File: src/verilog/axis_uart_macros.svh
`ifndef AXIS_UART_MACROS_SVH
`define AXIS_UART_MACROS_SVH

// data bits carried in one serial frame and in one stream beat
`define AXIS_UART_DATA_WIDTH 8

// width of the runtime baud divider, in bits
`define AXIS_UART_DIVIDER_WIDTH 16

// clocks per bit right after reset
`define AXIS_UART_RESET_DIVIDER 16

`endif
File: src/verilog/axis_uart_pkg.sv
`include "axis_uart_macros.svh"

package axis_uart_pkg;

    typedef enum logic [1:0] {
        PARITY_NONE = 2'd0,
        PARITY_EVEN = 2'd1,
        PARITY_ODD  = 2'd2
    } uart_parity_e;

    typedef enum logic [2:0] {
        RX_IDLE,
        RX_START,
        RX_DATA,
        RX_PARITY,
        RX_STOP,
        RX_WAIT
    } rx_state_e;

    typedef enum logic [2:0] {
        TX_IDLE,
        TX_START,
        TX_DATA,
        TX_PARITY,
        TX_STOP
    } tx_state_e;

    typedef enum logic [1:0] {
        OP_SET_DIVIDER  = 2'd0,
        OP_SET_PARITY   = 2'd1,
        OP_READ_STATUS  = 2'd2,
        OP_CLEAR_STATUS = 2'd3
    } csr_op_e;

    typedef struct packed {
        csr_op_e                             op;
        logic [`AXIS_UART_DIVIDER_WIDTH-1:0] arg;
    } csr_req_t;

    typedef struct packed {
        logic [`AXIS_UART_DIVIDER_WIDTH-1:0] divider;
        uart_parity_e                        parity;
    } uart_cfg_t;

    typedef struct packed {
        logic [`AXIS_UART_DATA_WIDTH-1:0] tdata;
    } axis_beat_t;

    // one-cycle pulses from the receiver
    typedef struct packed {
        logic parity_err;
        logic frame_err;
        logic overrun;
    } rx_event_t;

    typedef struct packed {
        logic [7:0] parity_err_cnt;
        logic       frame_err;
        logic       overrun;
        logic       tx_busy;
        logic       rx_busy;
        logic [3:0] reserved;
    } uart_status_t;

    // even parity makes the total count of ones even, odd makes it odd
    function automatic logic parity_of(input logic [`AXIS_UART_DATA_WIDTH-1:0] data,
                                       input uart_parity_e mode);
        case (mode)
            PARITY_EVEN: return ^data;
            PARITY_ODD:  return ~^data;
            default:     return 1'b0;
        endcase
    endfunction

endpackage

File: src/verilog/axis_uart.sv
`timescale 1ns/1ns

module axis_uart (
    input  logic                        m_axis,
    input  logic                        rst_n_i,

    input  logic                        cfg_req_i,
    input  axis_uart_pkg::csr_req_t     cfg_cmd_i,
    output logic                        cfg_ack_o,
    output axis_uart_pkg::uart_status_t cfg_rdata_o,

    input  logic                        uart_rx_i,
    output logic                        uart_tx_o,

    output logic                        rx_valid_o,
    output axis_uart_pkg::axis_beat_t   rx_beat_o,
    input  logic                        rx_ready_i,

    input  logic                        tx_valid_i,
    input  axis_uart_pkg::axis_beat_t   tx_beat_i,
    output logic                        tx_ready_o
);

    axis_uart_pkg::uart_cfg_t  cfg;
    axis_uart_pkg::rx_event_t  rx_evt;
    logic                      rx_busy;
    logic                      tx_busy;

    axis_uart_csr u_csr (
        .m_axis      (m_axis),
        .rst_n_i     (rst_n_i),
        .cfg_req_i   (cfg_req_i),
        .cfg_cmd_i   (cfg_cmd_i),
        .cfg_ack_o   (cfg_ack_o),
        .cfg_rdata_o (cfg_rdata_o),
        .cfg_o       (cfg),
        .rx_evt_i    (rx_evt),
        .rx_busy_i   (rx_busy),
        .tx_busy_i   (tx_busy)
    );

    axis_uart_rx u_rx (
        .m_axis     (m_axis),
        .rst_n_i    (rst_n_i),
        .cfg_i      (cfg),
        .uart_rx_i  (uart_rx_i),
        .rx_valid_o (rx_valid_o),
        .rx_beat_o  (rx_beat_o),
        .rx_ready_i (rx_ready_i),
        .rx_evt_o   (rx_evt),
        .rx_busy_o  (rx_busy)
    );

    axis_uart_tx u_tx (
        .m_axis     (m_axis),
        .rst_n_i    (rst_n_i),
        .cfg_i      (cfg),
        .tx_valid_i (tx_valid_i),
        .tx_beat_i  (tx_beat_i),
        .tx_ready_o (tx_ready_o),
        .uart_tx_o  (uart_tx_o),
        .tx_busy_o  (tx_busy)
    );

endmodule

File: src/verilog/axis_uart_csr.sv
`timescale 1ns/1ns
`include "axis_uart_macros.svh"

module axis_uart_csr (
    input  logic                        m_axis,
    input  logic                        rst_n_i,
    input  logic                        cfg_req_i,
    input  axis_uart_pkg::csr_req_t     cfg_cmd_i,
    output logic                        cfg_ack_o,
    output axis_uart_pkg::uart_status_t cfg_rdata_o,
    output axis_uart_pkg::uart_cfg_t    cfg_o,
    input  axis_uart_pkg::rx_event_t    rx_evt_i,
    input  logic                        rx_busy_i,
    input  logic                        tx_busy_i
);

    localparam logic [`AXIS_UART_DIVIDER_WIDTH-1:0] MIN_DIVIDER =
        `AXIS_UART_DIVIDER_WIDTH'(4);

    logic [1:0]                  req_sync;
    logic                        execute;
    logic [7:0]                  parity_err_cnt;
    logic                        frame_err;
    logic                        overrun;
    logic                        clear;
    axis_uart_pkg::uart_status_t status;

    always_ff @(posedge m_axis or negedge rst_n_i) begin
        if (!rst_n_i) begin
            req_sync <= 2'b00;
        end else begin
            req_sync <= {req_sync[0], cfg_req_i};
        end
    end

    // each command runs once, on the rising edge of the synchronized req
    assign execute = req_sync[1] && !cfg_ack_o;
    assign clear   = execute && (cfg_cmd_i.op == axis_uart_pkg::OP_CLEAR_STATUS);

    always_ff @(posedge m_axis or negedge rst_n_i) begin
        if (!rst_n_i) begin
            cfg_ack_o   <= 1'b0;
            cfg_rdata_o <= '0;
            cfg_o       <= '{divider: `AXIS_UART_DIVIDER_WIDTH'(`AXIS_UART_RESET_DIVIDER),
                             parity:  axis_uart_pkg::PARITY_NONE};
        end else begin
            cfg_ack_o <= req_sync[1];
            if (execute) begin
                case (cfg_cmd_i.op)
                    axis_uart_pkg::OP_SET_DIVIDER: begin
                        cfg_o.divider <= (cfg_cmd_i.arg < MIN_DIVIDER) ? MIN_DIVIDER
                                                                       : cfg_cmd_i.arg;
                    end
                    axis_uart_pkg::OP_SET_PARITY: begin
                        if (cfg_cmd_i.arg > 2) begin
                            cfg_o.parity <= axis_uart_pkg::PARITY_NONE;
                        end else begin
                            cfg_o.parity <= axis_uart_pkg::uart_parity_e'(cfg_cmd_i.arg[1:0]);
                        end
                    end
                    axis_uart_pkg::OP_READ_STATUS: begin
                        cfg_rdata_o <= status;
                    end
                    default: begin
                    end
                endcase
            end
        end
    end

    // an event in the same clock as a clear still gets recorded
    always_ff @(posedge m_axis or negedge rst_n_i) begin
        if (!rst_n_i) begin
            parity_err_cnt <= '0;
            frame_err      <= 1'b0;
            overrun        <= 1'b0;
        end else begin
            if (clear) begin
                parity_err_cnt <= '0;
                frame_err      <= 1'b0;
                overrun        <= 1'b0;
            end
            if (rx_evt_i.parity_err && (clear || (parity_err_cnt != 8'hff))) begin
                parity_err_cnt <= clear ? 8'd1 : parity_err_cnt + 8'd1;
            end
            if (rx_evt_i.frame_err) begin
                frame_err <= 1'b1;
            end
            if (rx_evt_i.overrun) begin
                overrun <= 1'b1;
            end
        end
    end

    always_comb begin
        status                = '0;
        status.parity_err_cnt = parity_err_cnt;
        status.frame_err      = frame_err;
        status.overrun        = overrun;
        status.tx_busy        = tx_busy_i;
        status.rx_busy        = rx_busy_i;
    end

endmodule

File: src/verilog/axis_uart_tx.sv
`timescale 1ns/1ns
`include "axis_uart_macros.svh"

module axis_uart_tx (
    input  logic                      m_axis,
    input  logic                      rst_n_i,
    input  axis_uart_pkg::uart_cfg_t  cfg_i,
    input  logic                      tx_valid_i,
    input  axis_uart_pkg::axis_beat_t tx_beat_i,
    output logic                      tx_ready_o,
    output logic                      uart_tx_o,
    output logic                      tx_busy_o
);

    localparam int unsigned BIT_CNT_W = $clog2(`AXIS_UART_DATA_WIDTH);
    localparam logic [BIT_CNT_W-1:0] LAST_BIT = BIT_CNT_W'(`AXIS_UART_DATA_WIDTH - 1);

    axis_uart_pkg::tx_state_e state;
    axis_uart_pkg::uart_cfg_t cfg_q;

    logic [`AXIS_UART_DIVIDER_WIDTH-1:0] baud_cnt;
    logic [BIT_CNT_W-1:0]                bit_cnt;
    logic [`AXIS_UART_DATA_WIDTH-1:0]    data_q;
    logic                                par_q;
    logic                                accept;
    logic                                bit_tick;
    logic                                stop_tick;
    logic                                line_d;

    assign tx_ready_o = (state == axis_uart_pkg::TX_IDLE);
    assign tx_busy_o  = !tx_ready_o;
    assign accept     = tx_valid_i && tx_ready_o;
    assign bit_tick   = (baud_cnt == cfg_q.divider - 1'b1);
    // the line lags the state by one clock, so the stop state runs one clock longer
    assign stop_tick  = (baud_cnt == cfg_q.divider);

    always_ff @(posedge m_axis or negedge rst_n_i) begin
        if (!rst_n_i) begin
            state    <= axis_uart_pkg::TX_IDLE;
            baud_cnt <= '0;
            bit_cnt  <= '0;
        end else begin
            baud_cnt <= baud_cnt + 1'b1;
            case (state)
                axis_uart_pkg::TX_IDLE: begin
                    baud_cnt <= '0;
                    bit_cnt  <= '0;
                    if (accept) begin
                        state <= axis_uart_pkg::TX_START;
                    end
                end
                axis_uart_pkg::TX_START: begin
                    if (bit_tick) begin
                        baud_cnt <= '0;
                        state    <= axis_uart_pkg::TX_DATA;
                    end
                end
                axis_uart_pkg::TX_DATA: begin
                    if (bit_tick) begin
                        baud_cnt <= '0;
                        bit_cnt  <= bit_cnt + 1'b1;
                        if (bit_cnt == LAST_BIT) begin
                            if (cfg_q.parity == axis_uart_pkg::PARITY_NONE) begin
                                state <= axis_uart_pkg::TX_STOP;
                            end else begin
                                state <= axis_uart_pkg::TX_PARITY;
                            end
                        end
                    end
                end
                axis_uart_pkg::TX_PARITY: begin
                    if (bit_tick) begin
                        baud_cnt <= '0;
                        state    <= axis_uart_pkg::TX_STOP;
                    end
                end
                axis_uart_pkg::TX_STOP: begin
                    if (stop_tick) begin
                        state <= axis_uart_pkg::TX_IDLE;
                    end
                end
                default: begin
                    state <= axis_uart_pkg::TX_IDLE;
                end
            endcase
        end
    end

    // byte, parity bit and config are frozen for the whole frame
    always_ff @(posedge m_axis) begin
        if (accept) begin
            data_q <= tx_beat_i.tdata;
            par_q  <= axis_uart_pkg::parity_of(tx_beat_i.tdata, cfg_i.parity);
            cfg_q  <= cfg_i;
        end else if ((state == axis_uart_pkg::TX_DATA) && bit_tick) begin
            data_q <= data_q >> 1;
        end
    end

    always_comb begin
        case (state)
            axis_uart_pkg::TX_START:  line_d = 1'b0;
            axis_uart_pkg::TX_DATA:   line_d = data_q[0];
            axis_uart_pkg::TX_PARITY: line_d = par_q;
            default:                  line_d = 1'b1;
        endcase
    end

    always_ff @(posedge m_axis or negedge rst_n_i) begin
        if (!rst_n_i) begin
            uart_tx_o <= 1'b1;
        end else begin
            uart_tx_o <= line_d;
        end
    end

endmodule

File: src/verilog/axis_uart_rx.sv
`timescale 1ns/1ns
`include "axis_uart_macros.svh"

module axis_uart_rx (
    input  logic                     m_axis,
    input  logic                     rst_n_i,
    input  axis_uart_pkg::uart_cfg_t cfg_i,
    input  logic                     uart_rx_i,
    output logic                     rx_valid_o,
    output axis_uart_pkg::axis_beat_t rx_beat_o,
    input  logic                     rx_ready_i,
    output axis_uart_pkg::rx_event_t rx_evt_o,
    output logic                     rx_busy_o
);

    localparam int unsigned BIT_CNT_W = $clog2(`AXIS_UART_DATA_WIDTH);
    localparam logic [BIT_CNT_W-1:0] LAST_BIT = BIT_CNT_W'(`AXIS_UART_DATA_WIDTH - 1);

    axis_uart_pkg::rx_state_e state;
    axis_uart_pkg::uart_cfg_t cfg_q;

    logic [1:0]                          rx_sync;
    logic                                rx_line;
    logic [`AXIS_UART_DIVIDER_WIDTH-1:0] baud_cnt;
    logic [BIT_CNT_W-1:0]                bit_cnt;
    logic [`AXIS_UART_DATA_WIDTH-1:0]    shreg;
    logic                                parity_bad;
    logic                                stop_ok;
    logic                                bit_tick;
    logic                                half_tick;
    logic                                frame_good;
    logic                                load_beat;

    // the serial line is asynchronous to m_axis
    always_ff @(posedge m_axis or negedge rst_n_i) begin
        if (!rst_n_i) begin
            rx_sync <= 2'b11;
        end else begin
            rx_sync <= {rx_sync[0], uart_rx_i};
        end
    end

    assign rx_line   = rx_sync[1];
    assign bit_tick  = (baud_cnt == cfg_q.divider - 1'b1);
    assign half_tick = (baud_cnt == (cfg_q.divider >> 1) - 1'b1);

    always_ff @(posedge m_axis or negedge rst_n_i) begin
        if (!rst_n_i) begin
            state      <= axis_uart_pkg::RX_IDLE;
            baud_cnt   <= '0;
            bit_cnt    <= '0;
            parity_bad <= 1'b0;
            stop_ok    <= 1'b0;
        end else begin
            case (state)
                axis_uart_pkg::RX_IDLE: begin
                    baud_cnt <= '0;
                    if (!rx_line) begin
                        state <= axis_uart_pkg::RX_START;
                    end
                end
                axis_uart_pkg::RX_START: begin
                    if (half_tick) begin
                        baud_cnt   <= '0;
                        bit_cnt    <= '0;
                        parity_bad <= 1'b0;
                        // a glitch shorter than half a bit is not a start bit
                        state      <= rx_line ? axis_uart_pkg::RX_IDLE : axis_uart_pkg::RX_DATA;
                    end else begin
                        baud_cnt <= baud_cnt + 1'b1;
                    end
                end
                axis_uart_pkg::RX_DATA: begin
                    if (bit_tick) begin
                        baud_cnt <= '0;
                        bit_cnt  <= bit_cnt + 1'b1;
                        if (bit_cnt == LAST_BIT) begin
                            if (cfg_q.parity == axis_uart_pkg::PARITY_NONE) begin
                                state <= axis_uart_pkg::RX_STOP;
                            end else begin
                                state <= axis_uart_pkg::RX_PARITY;
                            end
                        end
                    end else begin
                        baud_cnt <= baud_cnt + 1'b1;
                    end
                end
                axis_uart_pkg::RX_PARITY: begin
                    if (bit_tick) begin
                        baud_cnt   <= '0;
                        parity_bad <= (rx_line != axis_uart_pkg::parity_of(shreg, cfg_q.parity));
                        state      <= axis_uart_pkg::RX_STOP;
                    end else begin
                        baud_cnt <= baud_cnt + 1'b1;
                    end
                end
                axis_uart_pkg::RX_STOP: begin
                    if (bit_tick) begin
                        baud_cnt <= '0;
                        stop_ok  <= rx_line;
                        state    <= axis_uart_pkg::RX_WAIT;
                    end else begin
                        baud_cnt <= baud_cnt + 1'b1;
                    end
                end
                default: begin
                    state <= axis_uart_pkg::RX_IDLE;
                end
            endcase
        end
    end

    // config is taken once per frame, on the way out of idle
    always_ff @(posedge m_axis) begin
        if ((state == axis_uart_pkg::RX_IDLE) && !rx_line) begin
            cfg_q <= cfg_i;
        end
        if ((state == axis_uart_pkg::RX_DATA) && bit_tick) begin
            shreg <= {rx_line, shreg[`AXIS_UART_DATA_WIDTH-1:1]};
        end
    end

    assign frame_good = !parity_bad && stop_ok;
    assign load_beat  = (state == axis_uart_pkg::RX_WAIT) && frame_good &&
                        (!rx_valid_o || rx_ready_i);

    always_ff @(posedge m_axis or negedge rst_n_i) begin
        if (!rst_n_i) begin
            rx_valid_o <= 1'b0;
        end else if (load_beat) begin
            rx_valid_o <= 1'b1;
        end else if (rx_ready_i) begin
            rx_valid_o <= 1'b0;
        end
    end

    always_ff @(posedge m_axis) begin
        if (load_beat) begin
            rx_beat_o.tdata <= shreg;
        end
    end

    always_ff @(posedge m_axis or negedge rst_n_i) begin
        if (!rst_n_i) begin
            rx_evt_o <= '0;
        end else begin
            rx_evt_o <= '0;
            if (state == axis_uart_pkg::RX_WAIT) begin
                rx_evt_o.parity_err <= parity_bad;
                rx_evt_o.frame_err  <= !stop_ok;
                // the held beat wins, the new byte is lost
                rx_evt_o.overrun    <= frame_good && rx_valid_o && !rx_ready_i;
            end
        end
    end

    assign rx_busy_o = (state != axis_uart_pkg::RX_IDLE);

endmodule

File: config.mk
export PLATFORM = sky130hd
export DESIGN_NAME = axis_uart
export DESIGN_NICKNAME = d
export VERILOG_FILES = /design/src/verilog/axis_uart_pkg.sv /design/src/verilog/axis_uart.sv /design/src/verilog/axis_uart_csr.sv /design/src/verilog/axis_uart_tx.sv /design/src/verilog/axis_uart_rx.sv
export VERILOG_INCLUDE_DIRS = /design/src /design/src/verilog
export SDC_FILE = /design/constraint.sdc
export NUM_CORES = 1
export LEC_CHECK = 0
export BUFFER_PORTS_ARGS = -buffer_cell sky130_fd_sc_hd__buf_2
export CAP_MARGIN = 0
export CORE_MARGIN = 1.5
export CORE_UTILIZATION = 65
export DETAILED_ROUTE_END_ITERATION = 6
export PLACE_DENSITY = 0.85
export SYNTH_ARGS = -nofsm -noshare
export SYNTH_HDL_FRONTEND = slang
export SYNTH_SLANG_ARGS = --single-unit
File: constraint.sdc
create_clock -name m_axis -period 9.95 [get_ports m_axis]
set_input_delay 2.985 -clock m_axis [delete_from_list [all_inputs] [get_ports m_axis]]
set_output_delay 2.985 -clock m_axis [all_outputs]
set_load 0.1 [all_outputs]
==> summary.md <==
| Metric | Value |
|---|---|
| Setup TNS | 0 ns |
| Std cell rows | 40 |
| Vias in the first global route | 5978 |
| Ys async rst share | 61.15% |
| Avg Inst Size Synth | 10.96 µm² |
| Fin. Hold Viols | 0 |
| N_diodes | 0 |
| Pleak | 3.779 nW |
| Final setup margin | 4.940 ns |
| Ys flop type | dfrtp_1 |
| PortBufs | 55 |
| Total number of vias | 5901 |
| Detail-routed net length per standard cell | 18.10 µm |
| Initial Utilization | 66.88% |
| Io pins | 60 |
| Synth area leader | dfrtp_1 |
| RSZ-0062 raised after global routing | no |
| Core area | 12060 µm² |
| Detail Placement HPWL | 12040 µm |
| Fin cells | 964 |
| Combinational share of power | 11.7% |
| Clk_lat worst skew | 0.43 ns |
| PwrDens | 178.4 nW/µm² |
| Tot GR Track Use | 28.34% |
| # hold bufs at CTS | 0 |
| EDFF count, synth | 61 |
| Starting DRT DRC Count | 461 |
| Share of the synthesized area in the top cell type | 28.54% |
| Number of setup buffers added after CTS | 0 |
| P_sw | 0.4313 mW |
| Worst slew margin | 20.60% |
| Clk slew on worst S/H paths | 0.06 ns |
| Most common cell in the synthesized netlist | dfrtp_1 |
| First drt pass iteration count | 5 |
| Area delta synth->final | 12.27% |
| Synth Instances | 736 |
| Max-cap violations | 0 |
| Run status | finished, final reports clean |
| Met3 WL | 817 µm |
| Crit-path max FO | 7 |
| Worst hold slack | 0.3491 ns |
| Final WL | 17450 µm |
| Max VDD drop | 0.1371 mV |
| Largest net degree at the start of global routing | 72 |
| Distinct cells, synth | 69 |
| Layout cell share with drive strength beyond 1 | 17.46% |
| Routed vias/inst | 6.121 |
| First-pass GRT wire length | 28810 µm |
| Final core utilization | 75.08% |
| Fin Clk Skew | 0.01466 ns |
| # setup viols final | 0 |
| FMAX | 0.1996 GHz |
| Worst EP required | 6.97 ns |
| Seq pwr share | 48.5% |
| Slew Limit Fails | 0 |
| DRC Markers | 0 |
| Clock sinks | 157 |
| Final #Nets | 825 |
| Synth top area cells | dfrtp_1 29%, edfxtp_1 23%, xnor2_1 6.1%, mux2_2 4.5%, xor2_1 4.3% |
| Die height | 114.4 µm |
| Worst Tran Pin Value | 1.178 ns |
| Final Total Pwr | 1.615 mW |
| Yosys warnings | 0 |
| Number of synthesized register bits | 157 |
| Total CTS buffers | 17 |
| Post-CTS Resized | 0 |
| CP arrival | 2.03 ns |
| CTS tree | done |
| Power Internal | 1.184 mW |
| Post-synthesis sequential area ratio | 52.55% |
| Routability cong. | 0.8644 |
| Post-route ant nets | 0 |
| Max Root-Sink Buffers | 2 |
| Power share of the clock group | 39.8% |
| WL met2 | 8814 µm |
| H-Tree Depth | 4 |
| Final Instance Area | 9056 µm² |
| Die width | 114.4 µm |
| Root Driver | clkbuf_16 |
| Synthesized area | 8066 µm² |
| Post-Place Worst Slack | 5.255 ns |
| Crit path time final | 5.010 ns |
| M1 wire length | 7402 µm |
| Placed cell areas | 8467 µm² |
| Startpoint Class | flip-flop |
| Kind of critical path | flip-flop to primary output |
| Max layer used | met4 |
| Sw frac | 26.70% |
| Worst min-delay path category | flip-flop to flip-flop |
| Initial antenna violation count | 0 |
| Die ar. | 13090 µm² |
| Post-synth top cells | 92 x dfrtp_1, 61 x edfxtp_1, 56 x xnor2_1 |
| Grt ovf | 0 |
| Critical Path Sink Type | primary output |
| Final cycle utilization of the critical path | 50.35% |
| Placed instance count | 931 |
==> final timing paths <==
| check | slack [ns] | start | depth (start not counted) | to |
|---|---|---|---|---|
| min in group asynchronous | 2.46 | rst_n_i | 1 | u_rx.rx_valid_o |
| max reg2reg | 5.76 | u_tx.cfg_q[8] | 7 | u_tx.data_q[0] |
| min reg2reg | 0.35 | u_csr.req_sync[0] | 0 | u_csr.req_sync[1] |
| max | 4.94 | u_tx.state[2] | 3 | tx_ready_o |
| min | 0.35 | u_csr.req_sync[0] | 0 | u_csr.req_sync[1] |
| max in group asynchronous | 6.25 | rst_n_i | 2 | u_csr.cfg_o[17] |
==> cells by family after synthesis <==
group	share of synthesized area, %
flops	52.55
fa+ha+maj	1.551
buf+inv	2.838
compound gates	10.72
xor+xnor	10.42
mux	4.964
other cells	0.04649
simple gates	16.91
==> power groups by stage <==
stage                     clock network, mW  registers [mW]  logic, mW
after global routing                  0.672           0.791      0.210
after detailed placement                  0           0.793      0.187
after global placement                    0           0.792      0.177
final                                 0.643           0.784      0.188
after floorplan                           0           0.773      0.153
after CTS                             0.650           0.782      0.189
==> registers in the layout, summed over array words and instances, names as in the netlist, 2 cells and up <==
register,cells
u_tx.cfg_q,18
u_rx.rx_beat_o,8
u_rx.cfg_q,18
u_tx.data_q,8
u_rx.bit_cnt,3
u_rx.state,3
u_csr.req_sync,2
u_tx.state,3
u_tx.bit_cnt,3
u_csr.cfg_o,18
u_rx.rx_sync,2
u_rx.baud_cnt,16
u_rx.rx_evt_o,3
u_rx.shreg,8
u_tx.baud_cnt,16
u_csr.parity_err_cnt,8
u_csr.cfg_rdata_o,12
==> critical path, stage by stage, from the launching register on <==
cell and delay, ns:
dfrtp_1 0.46, or2_2 0.39, nor2_1 0.26, buf_2 0.49
==> area by class of cell <==
| type | instances | area, µm² |
|---|---|---|
| tap | 168 | 210.2 |
| sequential | 157 | 4239 |
| timing repair buffer | 61 | 322.8 |
| clock inverter | 13 | 138.9 |
| multi-input combinational | 526 | 3627 |
| fill | 775 | 3005 |
| inverter | 20 | 75.07 |
| clock buffer | 19 | 442.9 |
==> layer usage <==
metal | vias to the layer above | track usage, %
met3 | 35 | 6.088
met4 | 0 | 11.58
met1 | 2905 | 36.08
li1 | 2766 | -
met5 | - | 0
met2 | 195 | 47.43
==> cell usage in the layout, fill, tap and decap left out, types with 5 or more instances in the layout <==
cell type,count
dfrtp_1,92
edfxtp_1,61
xnor2_1,56
buf_2,54
nor2_1,53
nand2_1,41
xor2_1,40
o21ai_0,33
mux2_2,32
nand3_1,27
a21oi_1,24
and3_1,23
inv_1,20
clkbuf_16,17
nor3_1,16
nor2b_1,16
a22o_1,14
nor4_1,13
nand4_1,13
ha_1,10
o31ai_1,8
or4_1,7
or3_1,7
buf_4,7
nand3b_1,6
nand2b_1,6
a31oi_1,6
nor3b_1,5
Power figures use the tool's default switching activity.
